===== config.mk =====
export PLATFORM = sky130hd
export DESIGN_NAME = llc_set_front
export DESIGN_NICKNAME = d
export VERILOG_FILES = /design/src/hdl/llc_pkg.sv /design/src/hdl/input_arbiter.sv /design/src/hdl/llc_set_front.sv /design/src/hdl/read_set.sv /design/src/hdl/stall_tracker.sv
export SDC_FILE = /design/constraint.sdc
export NUM_CORES = 1
export LEC_CHECK = 0
export BUFFER_PORTS_ARGS = -buffer_cell sky130_fd_sc_hd__buf_2
export CAP_MARGIN = 20
export CORE_MARGIN = 2
export CORE_UTILIZATION = 30
export CTS_BUF_LIST = sky130_fd_sc_hd__clkbuf_16
export CTS_CLUSTER_DIAMETER = 120
export DETAILED_ROUTE_END_ITERATION = 8
export GPL_ROUTABILITY_DRIVEN = 0
export PLACE_DENSITY = 0.55
export SLEW_MARGIN = 0
export SYNTH_ARGS = -nofsm -noshare
export SYNTH_HDL_FRONTEND = slang
export SYNTH_SLANG_ARGS = --single-unit
export TNS_END_PERCENT = 1

===== constraint.sdc =====
create_clock -name clk -period 4.4 [get_ports clk]
set_input_delay 0.22 -clock clk [delete_from_list [all_inputs] [get_ports clk]]
set_output_delay 0.22 -clock clk [all_outputs]
set_load 0.03 [all_outputs]

===== src/hdl/llc_pkg.sv =====
package llc_pkg;

    // Address geometry of the last-level cache.
    localparam int ADDR_BITS      = 32;
    localparam int OFFSET_BITS    = 4;                             // 16-byte lines.
    localparam int LINE_ADDR_BITS = ADDR_BITS - OFFSET_BITS;
    localparam int LLC_SET_BITS   = 4;                             // 16 sets.
    localparam int LLC_TAG_BITS   = LINE_ADDR_BITS - LLC_SET_BITS;

    typedef logic [LINE_ADDR_BITS-1:0] line_addr_t;
    typedef logic [LLC_SET_BITS-1:0]   llc_set_t;
    typedef logic [LLC_TAG_BITS-1:0]   llc_tag_t;

    // Tag sits above set, so a line address casts straight into this.
    typedef struct packed {
        llc_tag_t tag;
        llc_set_t set;
    } line_breakdown_llc_t;

    // What the tag pipeline is asked to do with a lookup.
    typedef enum logic [2:0] {
        RSP        = 3'd0,
        REQ        = 3'd1,
        DMA_READ   = 3'd2,
        DMA_WRITE  = 3'd3,
        FLUSH_WALK = 3'd4,
        RST_WALK   = 3'd5
    } lookup_kind_e;

    // Payload shared by the response, request and DMA channels.
    typedef struct packed {
        line_addr_t addr;
        logic       write;
    } msg_in_t;

    // Source picked for this cycle.
    // A new DMA burst also raises the flag of its direction.
    typedef struct packed {
        logic rsp_get;
        logic req_get;
        logic dma_req_get;
        logic dma_read_resume;
        logic dma_write_resume;
        logic flush_resume;
        logic rst_resume;
    } sel_t;

    typedef struct packed {
        lookup_kind_e        kind;
        line_breakdown_llc_t line_br;
    } lookup_t;

endpackage


===== src/hdl/input_arbiter.sv =====
`timescale 1ns/100ps

module input_arbiter (
    input  logic             clk,
    input  logic             rst,
    input  logic             rsp_in_valid,
    input  logic             req_in_valid,
    input  logic             dma_in_valid,
    input  llc_pkg::msg_in_t dma_in,
    input  logic             advance,
    input  logic             rst_stall,
    input  logic             flush_stall,
    input  logic             req_stall,
    input  logic             dma_active,
    input  logic             dma_write,
    output llc_pkg::sel_t    sel,
    output logic             rsp_in_ready,
    output logic             req_in_ready,
    output logic             dma_in_ready
);

    logic req_ok;
    logic req_window;   // A request lookup went out on the last edge.

    // Downstream flags a conflicting request in the first cycle it is visible.
    // The next request waits out that cycle so it cannot slip past the stall.
    assign req_ok = req_in_valid & ~req_stall & ~req_window;

    // Fixed priority: walks, response, request, DMA burst, new DMA request.
    always_comb begin
        sel = '0;
        if (rst_stall) begin
            sel.rst_resume = 1'b1;
        end else if (flush_stall) begin
            sel.flush_resume = 1'b1;
        end else if (rsp_in_valid) begin
            sel.rsp_get = 1'b1;
        end else if (req_ok) begin
            sel.req_get = 1'b1;
        end else if (dma_active) begin
            // Burst in progress, keeps its own direction.
            sel.dma_write_resume = dma_write;
            sel.dma_read_resume  = ~dma_write;
        end else if (dma_in_valid) begin
            sel.dma_req_get      = 1'b1;
            sel.dma_write_resume = dma_in.write;   // First line takes the request's direction.
            sel.dma_read_resume  = ~dma_in.write;
        end
    end

    // A channel is only taken on an edge that really advances.
    assign rsp_in_ready = advance & sel.rsp_get;
    assign req_in_ready = advance & sel.req_get;
    assign dma_in_ready = advance & sel.dma_req_get;

    always_ff @(posedge clk or negedge rst) begin
        if (!rst) begin
            req_window <= 1'b0;
        end else begin
            req_window <= advance & sel.req_get;
        end
    end

endmodule


===== src/hdl/llc_set_front.sv =====
`timescale 1ns/100ps

module llc_set_front #(
    parameter int DMA_MAX_LINES = 8
) (
    input  logic                                 clk,
    input  logic                                 rst,
    input  llc_pkg::msg_in_t                     rsp_in,
    input  logic                                 rsp_in_valid,
    input  llc_pkg::msg_in_t                     req_in,
    input  logic                                 req_in_valid,
    input  llc_pkg::msg_in_t                     dma_in,
    input  logic                                 dma_in_valid,
    input  logic [$clog2(DMA_MAX_LINES + 1)-1:0] dma_lines,
    input  logic                                 flush_start,
    input  logic                                 stall_notice,
    input  logic                                 lookup_ready,
    output logic                                 rsp_in_ready,
    output logic                                 req_in_ready,
    output logic                                 dma_in_ready,
    output llc_pkg::lookup_t                     lookup_out,
    output logic                                 lookup_valid
);

    import llc_pkg::*;

    sel_t                sel;
    logic                advance;
    logic                stall_hit;
    logic                rst_stall;
    logic                flush_stall;
    logic                req_stall;
    logic                dma_active;
    logic                dma_write;
    llc_set_t            rst_flush_stalled_set;
    llc_set_t            req_in_stalled_set;
    llc_tag_t            req_in_stalled_tag;
    line_addr_t          dma_addr;
    line_breakdown_llc_t line_br;
    llc_set_t            set;
    lookup_kind_e        kind;
    lookup_kind_e        kind_q;
    logic                incr_rst_flush_stalled_set;
    logic                clr_rst_stall;
    logic                clr_flush_stall;
    logic                clr_req_stall;
    logic                update_dma_addr_from_req;

    // Move on when there is work and the output slot is free or draining.
    assign advance   = (sel != '0) & (~lookup_valid | lookup_ready);
    assign stall_hit = stall_notice & lookup_valid;   // Only a visible lookup can stall.

    input_arbiter input_arbiter_inst (
        .clk          (clk),
        .rst          (rst),
        .rsp_in_valid (rsp_in_valid),
        .req_in_valid (req_in_valid),
        .dma_in_valid (dma_in_valid),
        .dma_in       (dma_in),
        .advance      (advance),
        .rst_stall    (rst_stall),
        .flush_stall  (flush_stall),
        .req_stall    (req_stall),
        .dma_active   (dma_active),
        .dma_write    (dma_write),
        .sel          (sel),
        .rsp_in_ready (rsp_in_ready),
        .req_in_ready (req_in_ready),
        .dma_in_ready (dma_in_ready)
    );

    read_set read_set_inst (
        .clk                        (clk),
        .rst                        (rst),
        .rd_set_en                  (advance),
        .sel                        (sel),
        .rsp_in_addr                (rsp_in.addr),
        .req_in_addr                (req_in.addr),
        .dma_req_in_addr            (dma_in.addr),
        .dma_addr                   (dma_addr),
        .rst_flush_stalled_set      (rst_flush_stalled_set),
        .req_in_stalled_set         (req_in_stalled_set),
        .req_in_stalled_tag         (req_in_stalled_tag),
        .req_stall                  (req_stall),
        .line_br                    (line_br),
        .set                        (set),
        .kind                       (kind),
        .incr_rst_flush_stalled_set (incr_rst_flush_stalled_set),
        .clr_rst_stall              (clr_rst_stall),
        .clr_flush_stall            (clr_flush_stall),
        .clr_req_stall              (clr_req_stall),
        .update_dma_addr_from_req   (update_dma_addr_from_req)
    );

    stall_tracker #(
        .DMA_MAX_LINES (DMA_MAX_LINES)
    ) stall_tracker_inst (
        .clk                        (clk),
        .rst                        (rst),
        .advance                    (advance),
        .sel                        (sel),
        .flush_start                (flush_start),
        .stall_notice               (stall_hit),
        .stall_line                 (lookup_out.line_br),
        .dma_in                     (dma_in),
        .dma_lines                  (dma_lines),
        .incr_rst_flush_stalled_set (incr_rst_flush_stalled_set),
        .clr_rst_stall              (clr_rst_stall),
        .clr_flush_stall            (clr_flush_stall),
        .clr_req_stall              (clr_req_stall),
        .update_dma_addr_from_req   (update_dma_addr_from_req),
        .rst_stall                  (rst_stall),
        .flush_stall                (flush_stall),
        .rst_flush_stalled_set      (rst_flush_stalled_set),
        .req_stall                  (req_stall),
        .req_in_stalled_tag         (req_in_stalled_tag),
        .req_in_stalled_set         (req_in_stalled_set),
        .dma_addr                   (dma_addr),
        .dma_active                 (dma_active),
        .dma_write                  (dma_write)
    );

    always_ff @(posedge clk or negedge rst) begin
        if (!rst) begin
            lookup_valid <= 1'b0;
        end else if (advance) begin
            lookup_valid <= 1'b1;
        end else if (lookup_ready) begin
            lookup_valid <= 1'b0;   // Drained with nothing behind it.
        end
    end

    // Kind is loaded on the same edge as the line breakdown in read_set.
    always_ff @(posedge clk) begin
        if (advance) begin
            kind_q <= kind;
        end
    end

    assign lookup_out.kind        = kind_q;
    assign lookup_out.line_br.tag = line_br.tag;
    assign lookup_out.line_br.set = set;

endmodule


===== src/hdl/read_set.sv =====
`timescale 1ns/100ps

module read_set (
    input  logic                         clk,
    input  logic                         rst,
    input  logic                         rd_set_en,
    input  llc_pkg::sel_t                sel,
    input  llc_pkg::line_addr_t          rsp_in_addr,
    input  llc_pkg::line_addr_t          req_in_addr,
    input  llc_pkg::line_addr_t          dma_req_in_addr,
    input  llc_pkg::line_addr_t          dma_addr,
    input  llc_pkg::llc_set_t            rst_flush_stalled_set,
    input  llc_pkg::llc_set_t            req_in_stalled_set,
    input  llc_pkg::llc_tag_t            req_in_stalled_tag,
    input  logic                         req_stall,
    output llc_pkg::line_breakdown_llc_t line_br,
    output llc_pkg::llc_set_t            set,
    output llc_pkg::lookup_kind_e        kind,
    output logic                         incr_rst_flush_stalled_set,
    output logic                         clr_rst_stall,
    output logic                         clr_flush_stall,
    output logic                         clr_req_stall,
    output logic                         update_dma_addr_from_req
);

    import llc_pkg::*;

    line_addr_t          addr_for_set;
    line_breakdown_llc_t line_br_next;
    logic                walk;
    logic                last_set;

    always_comb begin
        walk     = sel.rst_resume | sel.flush_resume;
        last_set = (rst_flush_stalled_set == {LLC_SET_BITS{1'b1}});

        // Address of the chosen source, same priority as the arbiter.
        addr_for_set             = '0;
        update_dma_addr_from_req = 1'b0;
        if (sel.rsp_get) begin
            addr_for_set = rsp_in_addr;
        end else if (sel.req_get) begin
            addr_for_set = req_in_addr;
        end else if (sel.dma_req_get) begin
            addr_for_set             = dma_req_in_addr;
            update_dma_addr_from_req = 1'b1;
        end else if (sel.dma_read_resume || sel.dma_write_resume) begin
            addr_for_set             = dma_addr;
            update_dma_addr_from_req = 1'b1;
        end

        line_br_next = line_breakdown_llc_t'(addr_for_set);
        if (walk) begin
            line_br_next.tag = '0;                     // Walks visit a set, not a line.
            line_br_next.set = rst_flush_stalled_set;
        end

        kind = DMA_READ;
        if (sel.rst_resume) kind = RST_WALK;
        else if (sel.flush_resume) kind = FLUSH_WALK;
        else if (sel.rsp_get) kind = RSP;
        else if (sel.req_get) kind = REQ;
        else if (sel.dma_write_resume) kind = DMA_WRITE;

        // Walk bookkeeping. Each walk ends on the last set.
        incr_rst_flush_stalled_set = walk;
        clr_rst_stall              = sel.rst_resume & last_set;
        clr_flush_stall            = sel.flush_resume & last_set;

        // A response to the stalled line frees the request path.
        clr_req_stall = sel.rsp_get & req_stall
                        & (line_br_next.tag == req_in_stalled_tag)
                        & (line_br_next.set == req_in_stalled_set);
    end

    always_ff @(posedge clk or negedge rst) begin
        if (!rst) begin
            line_br <= '0;
        end else if (rd_set_en) begin
            line_br <= line_br_next;
        end
    end

    assign set = line_br.set;   // Set handed to the tag pipeline.

endmodule


===== src/hdl/stall_tracker.sv =====
`timescale 1ns/100ps

module stall_tracker #(
    parameter  int DMA_MAX_LINES = 8,
    localparam int CNT_BITS      = $clog2(DMA_MAX_LINES + 1)
) (
    input  logic                         clk,
    input  logic                         rst,
    input  logic                         advance,
    input  llc_pkg::sel_t                sel,
    input  logic                         flush_start,
    input  logic                         stall_notice,
    input  llc_pkg::line_breakdown_llc_t stall_line,
    input  llc_pkg::msg_in_t             dma_in,
    input  logic [CNT_BITS-1:0]          dma_lines,
    input  logic                         incr_rst_flush_stalled_set,
    input  logic                         clr_rst_stall,
    input  logic                         clr_flush_stall,
    input  logic                         clr_req_stall,
    input  logic                         update_dma_addr_from_req,
    output logic                         rst_stall,
    output logic                         flush_stall,
    output llc_pkg::llc_set_t            rst_flush_stalled_set,
    output logic                         req_stall,
    output llc_pkg::llc_tag_t            req_in_stalled_tag,
    output llc_pkg::llc_set_t            req_in_stalled_set,
    output llc_pkg::line_addr_t          dma_addr,
    output logic                         dma_active,
    output logic                         dma_write
);

    logic [CNT_BITS-1:0] dma_left;   // Lines of the burst still to be issued.
    logic                walk_step;
    logic                dma_step;

    assign walk_step = advance & incr_rst_flush_stalled_set;
    assign dma_step  = advance & update_dma_addr_from_req;

    // Reset and flush walks share one set counter.
    always_ff @(posedge clk or negedge rst) begin
        if (!rst) begin
            rst_stall             <= 1'b1;   // Every set is walked once out of reset.
            flush_stall           <= 1'b0;
            rst_flush_stalled_set <= '0;
        end else begin
            if (walk_step) begin
                if (clr_rst_stall || clr_flush_stall) begin
                    rst_flush_stalled_set <= '0;
                end else begin
                    rst_flush_stalled_set <= rst_flush_stalled_set + 1'b1;
                end
            end
            if (walk_step && clr_rst_stall) begin
                rst_stall <= 1'b0;
            end
            // A new flush request wins over the end of a running one.
            if (flush_start) begin
                flush_stall <= 1'b1;
            end else if (walk_step && clr_flush_stall) begin
                flush_stall <= 1'b0;
            end
        end
    end

    always_ff @(posedge clk or negedge rst) begin
        if (!rst) begin
            req_stall <= 1'b0;
        end else if (stall_notice) begin
            req_stall <= 1'b1;
        end else if (advance && clr_req_stall) begin
            req_stall <= 1'b0;
        end
    end

    always_ff @(posedge clk) begin
        if (stall_notice) begin
            req_in_stalled_tag <= stall_line.tag;
            req_in_stalled_set <= stall_line.set;
        end
    end

    // Burst control. The accepted request already issues the first line.
    always_ff @(posedge clk or negedge rst) begin
        if (!rst) begin
            dma_active <= 1'b0;
            dma_write  <= 1'b0;
            dma_left   <= '0;
        end else if (dma_step) begin
            if (sel.dma_req_get) begin
                dma_active <= (dma_lines > 1);
                dma_write  <= dma_in.write & (dma_lines > 1);
                dma_left   <= dma_lines - 1'b1;
            end else begin
                dma_left <= dma_left - 1'b1;
                if (dma_left == 1) begin
                    dma_active <= 1'b0;   // Last line issued.
                    dma_write  <= 1'b0;
                end
            end
        end
    end

    always_ff @(posedge clk) begin
        if (dma_step) begin
            dma_addr <= (sel.dma_req_get ? dma_in.addr : dma_addr) + 1'b1;
        end
    end

endmodule


After elaboration in Yosys (flattened, before gate mapping)
Index checks and enable logic that the tools add are counted.
W data, S select, Z words.
{"block": "totals", "reg_bits": 102, "elab_cells": 97}
{"block": "op_classes", "n_addsub": 4, "order_cmp": 1, "n_eq_ne": 4, "muxes": 36, "bitwise_logic": 22, "n_reduce_logical": 13}
{"operator": "$mux W28", "n": 6}
{"operator": "$add A28 B1 Y28 const B", "n": 1}
{"operator": "$eq A24 B24 Y1", "n": 1}
{"operator": "$mux W1", "n": 20}
{"operator": "$and A1 B1 Y1", "n": 15}
{"operator": "$mux W3", "n": 4}
{"operator": "$mux W4", "n": 3}
{"operator": "$reduce_bool A2 Y1", "n": 4}
{"operator": "$sub A4 B1 Y4 const B", "n": 2}
{"operator": "$reduce_bool A7 Y1", "n": 1}
{"operator": "$mux W6", "n": 1}
{"operator": "$mux W5", "n": 1}
{"operator": "$not A1 Y1", "n": 5}
{"operator": "$add A4 B1 Y4 const B", "n": 1}
{"operator": "$eq A4 B1 Y1 const B", "n": 1}
{"operator": "$eq A4 B4 Y1", "n": 1}
{"operator": "$eq A4 B4 Y1 const B", "n": 1}
{"operator": "$gt A4 B1 Y1 const B", "n": 1}
{"operator": "$reduce_or A4 Y1", "n": 1}
{"operator": "$logic_and A1 B1 Y1", "n": 3}
{"operator": "$logic_or A1 B1 Y1", "n": 2}
{"operator": "$mux W2", "n": 1}
{"operator": "$or A1 B1 Y1", "n": 2}
{"operator": "$reduce_and A2 Y1", "n": 1}
{"operator": "$reduce_or A2 Y1", "n": 1}

Depth between registers and ports, before layout
Gate-level depths: netlist of the first run.
{"block": "depth", "word_depth": 19, "ltp_mapped": 14, "ltp_nobuf": 10}

By module
Synthesis of the first run repeated with hierarchy kept, for this count alone.
{"block": "unflattened", "cells_unflattened": 523, "hier_area_um2": 6112.1}
{"module": "stall_tracker", "instances": 1, "cells_per_inst": 270, "area_each_um2": 3611.0}
{"module": "read_set", "instances": 1, "cells_per_inst": 224, "area_each_um2": 2163.3}
{"module": "input_arbiter", "instances": 1, "cells_per_inst": 19, "area_each_um2": 171.4}
{"module": "llc_set_front", "instances": 1, "cells_per_inst": 10, "area_each_um2": 166.4}

Least setup slack after synthesis of the first run
OpenSTA, ideal clock, no wires.
{"block": "synth_path", "kind": "register -> register", "start": "register stall_tracker_inst.flush_stall", "end": "register stall_tracker_inst.dma_addr[14], data pin", "setup_time_ps": 270, "t_arrival_ps": 2878, "required_time_ps": 4130, "path_slack_ps": 1252, "path_stages_with_launch": 13, "path_buffers": 2, "synth_period_minus_slack_ps": 3148, "path_cell_list": "dfrtp_1 > or3_4 > nor3_4 > buf_2 > buf_1 > nand2_1 > nand2_1 > ha_1 > o21ai_0 > nor3_1 > nand2_1 > xnor2_1 > mux2i_1"}
{"block": "synth_between", "elab_chain_cells": 4}
{"item": "from (decl)", "line": "stall_tracker.sv:22", "text": "output logic flush_stall,"}
{"item": "from (signal assigned)", "line": "stall_tracker.sv:43", "text": "flush_stall <= 1'b0;"}
{"item": "from (signal assigned)", "line": "stall_tracker.sv:58", "text": "flush_stall <= 1'b1;"}
{"item": "from (signal assigned)", "line": "stall_tracker.sv:60", "text": "flush_stall <= 1'b0;"}
{"item": "$mux W5", "line": "input_arbiter.sv:34", "text": "end else if (flush_stall) begin"}
{"item": "$mux W6", "line": "input_arbiter.sv:32", "text": "if (rst_stall) begin"}
{"item": "$mux W28", "line": "stall_tracker.sv:105", "text": "dma_addr <= (sel.dma_req_get ? dma_in.addr : dma_addr) + 1'b1;"}
{"item": "$add A28 B1 Y28", "line": "stall_tracker.sv:105"}
{"item": "to (signal assigned)", "line": "stall_tracker.sv:105"}
{"item": "to (decl)", "line": "stall_tracker.sv:27", "text": "output llc_pkg::line_addr_t dma_addr,"}
Every way passes these cells.
A chain may end at the register's enable or synchronous reset.

Worst setup path in the final report of the first run
{"block": "layout_path", "start": "register stall_tracker_inst.dma_active", "end": "register stall_tracker_inst.dma_addr[22], data pin"}
{"block": "layout_between", "elab_chain_cells": 7}
{"item": "from (decl)", "line": "stall_tracker.sv:28", "text": "output logic dma_active,"}
{"item": "from (signal assigned)", "line": "stall_tracker.sv:90", "text": "dma_active <= (dma_lines > 1);"}
{"item": "$mux W1", "line": "input_arbiter.sv:40", "text": "end else if (dma_active) begin"}
{"item": "$mux W3", "line": "input_arbiter.sv:38", "text": "end else if (req_ok) begin"}
{"item": "$mux W4", "line": "input_arbiter.sv:36", "text": "end else if (rsp_in_valid) begin"}
{"item": "$mux W5", "line": "input_arbiter.sv:34"}
{"item": "$mux W6", "line": "input_arbiter.sv:32"}
{"item": "$mux W28", "line": "stall_tracker.sv:105"}
{"item": "$add A28 B1 Y28", "line": "stall_tracker.sv:105"}
Every way passes these cells.

==> impl_summary.txt, run 1 <==
----------------------------------------------------
[Synthesis]
  Xor/xnor cell area share of the yosys netlist ... 0.0851
  Post-Synth Adder-Cell Area ... 0.0120
  Post-synthesis async set-or-reset flop share ... 0.422
  Simple-Gate Fraction of Synth Area ... 0.201
  Post-synth net total ... between 700 and 800
  Number of enable flip-flop cells after synthesis ... between 50 and 60
  Dominant synthesized flop cell ... sky130_fd_sc_hd__edfxtp_1
  Main combinational cell family by area after synthesis ... simple AND/OR/NAND/NOR gates
  Compound-Gate Fraction of Synth Area ... 0.161
  Number of register bits inferred by synthesis ... 102
  Average size of a mapped cell ... approximately 9.8 um^2
  Mapped cell area ... 6280 um^2
  Number of standard cells after synthesis ... between 600 and 700
  Multiplexer fraction of the synthesized cell area ... 0.0480
  Synthesis Warnings ... 0
  Register area share after synthesis ... 0.454
  Synth unique cells ... between 60 and 70

[Detailed routing]
  Vias per inst ... 5.18
  Number of DRC violations after detailed-routing iteration 0 ... 334
  Avg WL per Cell ... 19.6 um
  Number of remaining DRC errors ... 0
  Number of nets with antenna violations after detailed routing ... 0
  First-pass iteration count of the detailed router ... 5
  Post-detailed-routing wire length ... between 20000 and 25000 um
  Routed vias ... between 5000 and 6000

[Worst setup path]
  Crit path max-delay family ... simple AND/OR/NAND/NOR gates
  Startpoint class of the critical path ... flip-flop
  Worst setup path category ... reg -> reg
  Worst endpoint required time ... around 4.5 ns
  Origin of the critical flop-to-flop path ... stall_tracker_inst.dma_active$_DFFE_PN0P_
  Signal arrival time at the worst endpoint ... 3.29 ns
  Destination of the worst register-to-register timing path ... stall_tracker_inst.dma_addr[22]$_DFFE_PP_
  CP Buf/Inv Count ... 0
  Crit path cell chain ... nor2b_1 > nand3_2 > nor2_1 > a21o_1 > ha_1 > o21ai_0 > nor4_4 > nand3_1 > xor2_1 > mux2i_1
  Slowest CP cell ... sky130_fd_sc_hd__dfrtp_1
  Critical Path Fanout Max ... 15
  Critical Path Sink Type ... flip-flop
  Number of cell instances on the worst register-to-register path ... 10
  Setup slack of the worst register-to-register path ... 1.20 ns
  CP max stage delay ... roughly 0.55 ns

[Die]
  Floorplan die width ... 149 um
  Number of placement rows ... 52
  Area of the die ... between 20000 and 25000 um^2
  Die Y ... 149 um
  Starting density of the core ... 0.308
  Boundary Pins ... 134
  CORE AREA ... just over 20000 um^2

[STA]
  Slew Limit Headroom ... 0.321
  Fin worst setup slack ... 1.20 ns
  Maximum clock frequency ... 312 MHz
  RSZ-0062 raised after global routing ... no
  Final setup violating endpoints ... 0
  Clock period minus worst slack ... 3.20 ns
  Slew Limit Fails ... 0
  Clock skew ... 0.00656 ns
  Sum of negative setup slack ... 0 ns
  Pin slew with the least headroom to its limit ... 1.01 ns
  Worst hold margin ... roughly 0.089 ns
  Fraction of the cycle the final worst path needs ... 0.727
  Number of hold violations in the final report ... 0

[CTS]
  Post-CTS Setup Repair Bufs ... 0
  Count of instances resized after the clock tree is built ... 0
  Clock-pin slew on the worst setup and hold paths ... 0.07 ns
  Number of buffers on the longest clock path ... 2
  Clk sinks ... slightly above 100
  Number of buffers created by CTS ... 9
  Count of hold buffers inserted by post-cts repair ... 1
  Worst skew pair latency ... around 0.35 ns
  TritonCTS clock tree ... done
  Clk root buf ... sky130_fd_sc_hd__clkbuf_16
  H-tree lvl count ... 3

[Power]
  Power density over cell area ... 301 nW/um^2
  Cell leakage power ... roughly 3 nW
  Sequential group share of total power ... 0.502
  Sw Share ... 0.282
  Overall power ... 2.26 mW
  Share of power burned in the clock network ... 0.339
  Total net switching power ... between 0.6 and 0.7 mW
  Combinational share of power ... 0.159
  Largest vdd supply drop ... 0.000158 V
  Internal power summed over all cells ... 1.62 mW

[Placement]
  Number of buffers inserted by port buffering ... about 130
  Detailed placer's ending HPWL ... about 15000 um
  Worst-case setup slack after placement ... 1.15 ns

[Worst hold path]
  Startpoint of the lowest-slack hold path ... flush_start
  Worst hold path class ... in -> reg
  Instance count along the most critical hold path ... 2
  Hold-critical path endpoint ... stall_tracker_inst.flush_stall$_DFFE_PN0P_

[GRT]
  Global routing met3 resource utilization ... 0.0466
  Met1 layer usage reported by global route ... 0.260
  Total global routing track utilization ... 0.187
  Vias in the first global route ... 5229
  Initial antenna violation count ... 1
  Overflow left after global routing ... 0
  Met2 layer usage reported by global route ... 0.296
  First-pass GRT wire length ... 31100 um
  Maximum number of pins on one net before global-route repair ... 44
  Most congested layer reported by global routing ... met2

[Cells and area]
  Layout cells sized above 1 ... 0.246
  End-of-flow core utilization ... 0.369
  Number of nets in the layout ... between 800 and 900
  Area growth from synthesis to layout ... 19.7%
  Number of fill cells ... 2115

[Status]
  Outcome ... completed

[Job]
  Number of max-cap violations ... 0

----------------------------------------------------
sequential cells by signal, indices dropped and copies added (netlist names):
| signal | cells |
|---|---|
| read_set_inst.set | 4 |
| read_set_inst.line_br | 24 |
| stall_tracker_inst.rst_flush_stalled_set | 4 |
| stall_tracker_inst.dma_left | 4 |
| stall_tracker_inst.flush_stall | 1 |
| stall_tracker_inst.req_in_stalled_tag | 24 |
| lookup_valid | 1 |
| stall_tracker_inst.req_stall | 1 |
| kind_q | 3 |
| stall_tracker_inst.dma_active | 1 |
| stall_tracker_inst.req_in_stalled_set | 4 |
| stall_tracker_inst.dma_write | 1 |
| stall_tracker_inst.rst_stall | 1 |
| stall_tracker_inst.dma_addr | 28 |
| input_arbiter_inst.req_window | 1 |
metrics by stage:
step	area [um^2]	std cells
after floorplan	6280	641
after global placement	7230	1018
after detailed placement	7230	1018
after CTS	7520	1034
after global routing	7520	1035
final	7520	1035
how the worst max path moves through the flow:
stage | slack, ns | endpoint | depth (start not counted) | start
3_3_place_gp | 1.18 | stall_tracker_inst.dma_addr[24]$_DFFE_PP_ | 11 | dma_in_valid
2_1_floorplan | 1.25 | stall_tracker_inst.dma_addr[14]$_DFFE_PP_ | 12 | stall_tracker_inst.flush_stall$_DFFE_PN0P_
3_5_place_dp | 1.15 | stall_tracker_inst.dma_addr[22]$_DFFE_PP_ | 11 | dma_in_valid
4_1_cts | 1.23 | stall_tracker_inst.dma_addr[22]$_DFFE_PP_ | 10 | stall_tracker_inst.dma_active$_DFFE_PN0P_
6_report | 1.20 | stall_tracker_inst.dma_addr[22]$_DFFE_PP_ | 10 | stall_tracker_inst.dma_active$_DFFE_PN0P_
5_1_grt | 0.95 | stall_tracker_inst.dma_addr[14]$_DFFE_PP_ | 10 | stall_tracker_inst.dma_active$_DFFE_PN0P_
power by group through the flow:
| stage | sequential (mW) | combinational, mW | clock, mW |
|---|---|---|---|
| after detailed placement | 1.15 | 0.360 | 0 |
| after CTS | 1.13 | 0.362 | 0.788 |
| after floorplan | 1.18 | 0.168 | 0 |
| final | 1.13 | 0.359 | 0.768 |
| after global routing | 1.14 | 0.398 | 0.819 |
| after global placement | 1.15 | 0.359 | 0 |
cells in the final DEF (no fill, tap or decap), types with 21 or more instances in the layout:
cell type,count
sky130_fd_sc_hd__xnor2_1,30
sky130_fd_sc_hd__nor2_1,29
sky130_fd_sc_hd__buf_2,131
sky130_fd_sc_hd__o21ai_0,57
sky130_fd_sc_hd__xor2_1,31
sky130_fd_sc_hd__and3_1,21
sky130_fd_sc_hd__nand2_1,73
sky130_fd_sc_hd__a21oi_1,24
sky130_fd_sc_hd__edfxtp_1,59
sky130_fd_sc_hd__dfrtp_1,42
sky130_fd_sc_hd__nand3_1,32
final cells by class:
| class | instances | area (um^2) | area share |
|---|---|---|---|
| well taps | 270 | 338 | 0.0449 |
| multi-input cells | 479 | 3190 | 0.425 |
| flip-flops and latches | 102 | 2850 | 0.379 |
| clock buffers | 10 | 250 | 0.0333 |
| diodes | 1 | 2.50 | 0.000333 |
| inverters | 20 | 75.1 | 0.00998 |
| clock inverters | 5 | 26.3 | 0.00349 |
| repair buffers | 148 | 786 | 0.104 |
synth_stat cells, types with 14 or more instances:
library cell,number,area share
sky130_fd_sc_hd__xor2_1,31,0.043
sky130_fd_sc_hd__clkbuf_1,28,0.017
sky130_fd_sc_hd__inv_1,19,0.011
sky130_fd_sc_hd__mux2i_1,20,0.032
sky130_fd_sc_hd__o21ai_0,57,0.045
sky130_fd_sc_hd__xnor2_1,30,0.042
sky130_fd_sc_hd__nand2_1,73,0.044
sky130_fd_sc_hd__dfrtp_1,42,0.17
sky130_fd_sc_hd__nor2_1,30,0.018
sky130_fd_sc_hd__a21oi_1,24,0.019
sky130_fd_sc_hd__nand3_1,32,0.025
sky130_fd_sc_hd__a211oi_1,14,0.017
sky130_fd_sc_hd__and3_1,21,0.021
sky130_fd_sc_hd__edfxtp_1,59,0.28
logic make-up after synthesis:
family                   count (synthesis)
XOR/XNOR                                61
AND/OR/NAND/NOR                        228
buffers and inverters                   60
flip-flops                             102
multiplexers                            29
adder cells (fa/ha/maj)                  6
AO/OA/AOI/OAI                          155
layer usage:
metal / part of all wire / vias up / wire length, um
met5: 0 / - / 0
met1: 0.45 / 2537 / 9100
met3: 0.079 / 18 / 1610
li1: - / 2594 / -
met2: 0.46 / 211 / 9330
met4: 0.014 / 0 / 291
(Power assumes the default switching activity.)
==> run 2, diff against run 1 <==
clock period = 3.1 ns   (was 4.4 ns; I/O delays follow)
==> run 2 against run 1 <==
  * Wire length rose by 1.3%
  * Sequential cell count unchanged
  * Maximum frequency up 12%
  * Combinational power rose by 46%
  * Global-route usage grew 0.25 points
  * Core utilization up 1.1 points
  * Register-to-register slack worse by 0.96 ns
  * Sequential power increased by 42%
  * Die area stayed put
  * Final cell count increased by 2.3%
  * Clock power rose by 51%
  * Total power is 46% higher
  * Largest cell class unchanged
  * Largest power group unchanged
==> impl_summary.txt, run 2 (synthesis results as in run 1) <==
----------------------------------------------------
[Status]
  Outcome ... completed

[Detailed routing]
  Vias per inst ... 5.14 (-0.66%)
  Number of DRC violations after detailed-routing iteration 0 ... 444 (+33%)
  First-pass iteration count of the detailed router ... 5 (unchanged)
  Number of nets with antenna violations after detailed routing ... 0 (unchanged)
  Number of remaining DRC errors ... 0 (unchanged)
  Avg WL per Cell ... 19.5 um (-0.96%)
  Post-detailed-routing wire length ... 20600 um (+1.3%)
  Routed vias ... 5448 (+1.6%)

[Cells and area]
  Largest registers ranked by flip-flop count ... stall_tracker_inst.dma_addr (28), read_set_inst.line_br (24), stall_tracker_inst.req_in_stalled_tag (24)
  Most common library cell in the layout ignoring fill and taps ... sky130_fd_sc_hd__buf_2
  Number of nets in the layout ... 889 (+2.8%)
  Largest register FFs ... 28 (unchanged)
  Number of fill cells ... 2103 (-0.57%)
  Reg with most FFs ... stall_tracker_inst.dma_addr
  Layout cells sized above 1 ... 0.272 (+0.0264)
  Area growth from synthesis to layout ... 23.3%
  Commonest cells after routing, fill and taps aside ... sky130_fd_sc_hd__buf_2 (131), sky130_fd_sc_hd__nand2_1 (73), sky130_fd_sc_hd__edfxtp_1 (59), sky130_fd_sc_hd__o21ai_0 (57), sky130_fd_sc_hd__dfrtp_1 (42)
  N_diodes ... 0 (-1)
  End-of-flow core utilization ... 0.380 (+0.0112)

[GRT]
  Maximum number of pins on one net before global-route repair ... 44 (unchanged)
  First-pass GRT wire length ... 31500 um (+1.2%)
  Initial antenna violation count ... 0 (-1)
  Vias in the first global route ... 5273 (+0.84%)
  Overflow left after global routing ... 0 (unchanged)
  Total global routing track utilization ... 0.190 (+0.00247)

[CTS]
  Worst skew pair latency ... 0.36 ns (about the same)
  Number of buffers created by CTS ... 9 (unchanged)
  Post-CTS Setup Repair Bufs ... 0 (unchanged)
  Clk root buf ... sky130_fd_sc_hd__clkbuf_16
  Count of hold buffers inserted by post-cts repair ... 2 (+1)
  Clock-pin slew on the worst setup and hold paths ... 0.08 ns (about the same)
  TritonCTS clock tree ... done
  H-tree lvl count ... 3 (unchanged)
  Clk sinks ... 102 (unchanged)
  Number of buffers on the longest clock path ... 2 (unchanged)
  Count of instances resized after the clock tree is built ... 0 (unchanged)

[Worst setup path]
  Worst endpoint required time ... 3.21 ns (-1.28 ns)
  Signal arrival time at the worst endpoint ... 2.97 ns (-0.32 ns)
  Worst setup path category ... reg -> reg
  Critical Path Fanout Max ... 5 (-10)
  Number of cell instances on the worst register-to-register path ... 10 (unchanged)
  Critical Path Sink Type ... flip-flop
  Startpoint class of the critical path ... flip-flop

[Die]
  Area of the die ... 22100 um^2 (unchanged)
  Die Y ... 149 um (unchanged)
  Floorplan die width ... 149 um (unchanged)
  CORE AREA ... 20400 um^2 (unchanged)
  Starting density of the core ... 0.308 (unchanged)
  Boundary Pins ... 134 (unchanged)
  Number of placement rows ... 52 (unchanged)

[Power]
  Overall power ... 3.30 mW (+46%)
  Internal power summed over all cells ... 2.31 mW (+42%)
  Combinational share of power ... 0.159 (about the same)
  Largest vdd supply drop ... 0.000266 V (+68%)
  Sw Share ... 0.301 (+0.0189)
  Share of power burned in the clock network ... 0.352 (+0.013)
  Power density over cell area ... 426 nW/um^2 (+41%)
  Sequential group share of total power ... 0.489 (-0.013)
  Cell leakage power ... 3.16 nW (+4.4%)
  Total net switching power ... 0.992 mW (+56%)

[STA]
  Clock period minus worst slack ... 2.86 ns (-0.340 ns)
  Pin slew with the least headroom to its limit ... 0.632 ns (-0.376 ns)
  Slew Limit Headroom ... 0.579 (+0.258)
  Number of hold violations in the final report ... 0 (unchanged)
  Final setup violating endpoints ... 0 (unchanged)
  Slew Limit Fails ... 0 (unchanged)
  Fraction of the cycle the final worst path needs ... 0.922 (+0.195)
  RSZ-0062 raised after global routing ... no
  Maximum clock frequency ... 350 MHz (+12%)
  Clock skew ... 0.0142 ns (+0.00765 ns)

[Worst hold path]
  Worst hold path class ... in -> reg
  Instance count along the most critical hold path ... 2 (unchanged)

[Job]
  Number of max-cap violations ... 0 (unchanged)

[Placement]
  Number of buffers inserted by port buffering ... 131 (unchanged)
  Detailed placer's ending HPWL ... 15900 um (+3.1%)

----------------------------------------------------
==> run 2: cell count changes in the layout (fill, tap and decap cells not counted) <==
| cell | before | now |
|---|---|---|
| sky130_fd_sc_hd__buf_4 | 16 | 37 |
| sky130_fd_sc_hd__clkinv_4 | 0 | 3 |
| sky130_fd_sc_hd__buf_12 | 0 | 2 |
| sky130_fd_sc_hd__clkinv_1 | 2 | 0 |
| sky130_fd_sc_hd__clkinvlp_4 | 2 | 0 |
| sky130_fd_sc_hd__inv_8 | 0 | 2 |
| sky130_fd_sc_hd__clkbuf_16 | 10 | 9 |
| sky130_fd_sc_hd__clkinv_8 | 0 | 1 |
| sky130_fd_sc_hd__diode_2 | 1 | 0 |
| sky130_fd_sc_hd__dlygate4sd3_1 | 1 | 2 |
| sky130_fd_sc_hd__inv_1 | 20 | 19 |
| sky130_fd_sc_hd__inv_6 | 0 | 1 |
==> run 2: final timing paths <==
kind                                                                       end                                       start  slack, ns
min in group asynchronous              input_arbiter_inst.req_window$_DFF_PN0_                                         rst       0.35
min reg2reg                stall_tracker_inst.req_in_stalled_tag[23]$_DFFE_PP_       read_set_inst.line_br[27]$_DFFE_PN0P_       0.47
max                                  stall_tracker_inst.dma_addr[22]$_DFFE_PP_  stall_tracker_inst.flush_stall$_DFFE_PN0P_       0.24
max in group asynchronous             stall_tracker_inst.rst_stall$_DFFE_PN1P_                                         rst       1.95
min                                   stall_tracker_inst.dma_write$_DFFE_PN0P_                                   dma_in[0]       0.03
max reg2reg                          stall_tracker_inst.dma_addr[22]$_DFFE_PP_  stall_tracker_inst.flush_stall$_DFFE_PN0P_       0.24
==> run 2: per-layer routing <==
metal	routed length [um]	track usage
met5	0	0
met4	342	0.0476
met3	1390	0.0445
met2	9290	0.296
met1	9580	0.266
==> run 2: final cells by class <==
type,instances,area [um^2],share of cell area
multi-input cells,479,3190,0.412
flip-flops and latches,102,2850,0.368
repair buffers,172,993,0.128
well taps,270,338,0.0436
clock buffers,9,225,0.0291
inverters,20,75.1,0.00969
clock inverters,7,73.8,0.00953
==> run 2: through the flow <==
stage	hold WS [ns]	TNS, ns	setup WS, ns	cell area (um^2)	cells
final	0.0291	0	0.240	7750	1059
after global routing	0.0260	0	0.0602	7750	1059
after CTS	0.0154	0	0.268	7750	1059
after detailed placement	0.213	0	0.291	7430	1041
after global placement	0.206	0	0.328	7430	1041
after floorplan	-0.141	-0.0659	-0.0194	6280	641
==> run 2: critical path, cell delays in order (launching register included) <==
cell	delay, ns
sky130_fd_sc_hd__dfrtp_1	0.45
sky130_fd_sc_hd__or3_4	0.46
sky130_fd_sc_hd__nor3_4	0.23
sky130_fd_sc_hd__nand2_1	0.08
sky130_fd_sc_hd__nand2_1	0.06
sky130_fd_sc_hd__ha_1	0.19
sky130_fd_sc_hd__o21ai_0	0.22
sky130_fd_sc_hd__nor4_4	0.49
sky130_fd_sc_hd__nand3_1	0.16
sky130_fd_sc_hd__xor2_1	0.17
sky130_fd_sc_hd__mux2i_1	0.09
==> run 2: power by group through the flow <==
stage          clock network (mW)  registers (mW)  logic (mW)
5_1_grt                      1.25            1.62       0.578
3_3_place_gp                    0            1.64       0.523
4_1_cts                      1.20            1.61       0.528
6_report                     1.16            1.61       0.525
2_1_floorplan                   0            1.67       0.239
3_5_place_dp                    0            1.64       0.524
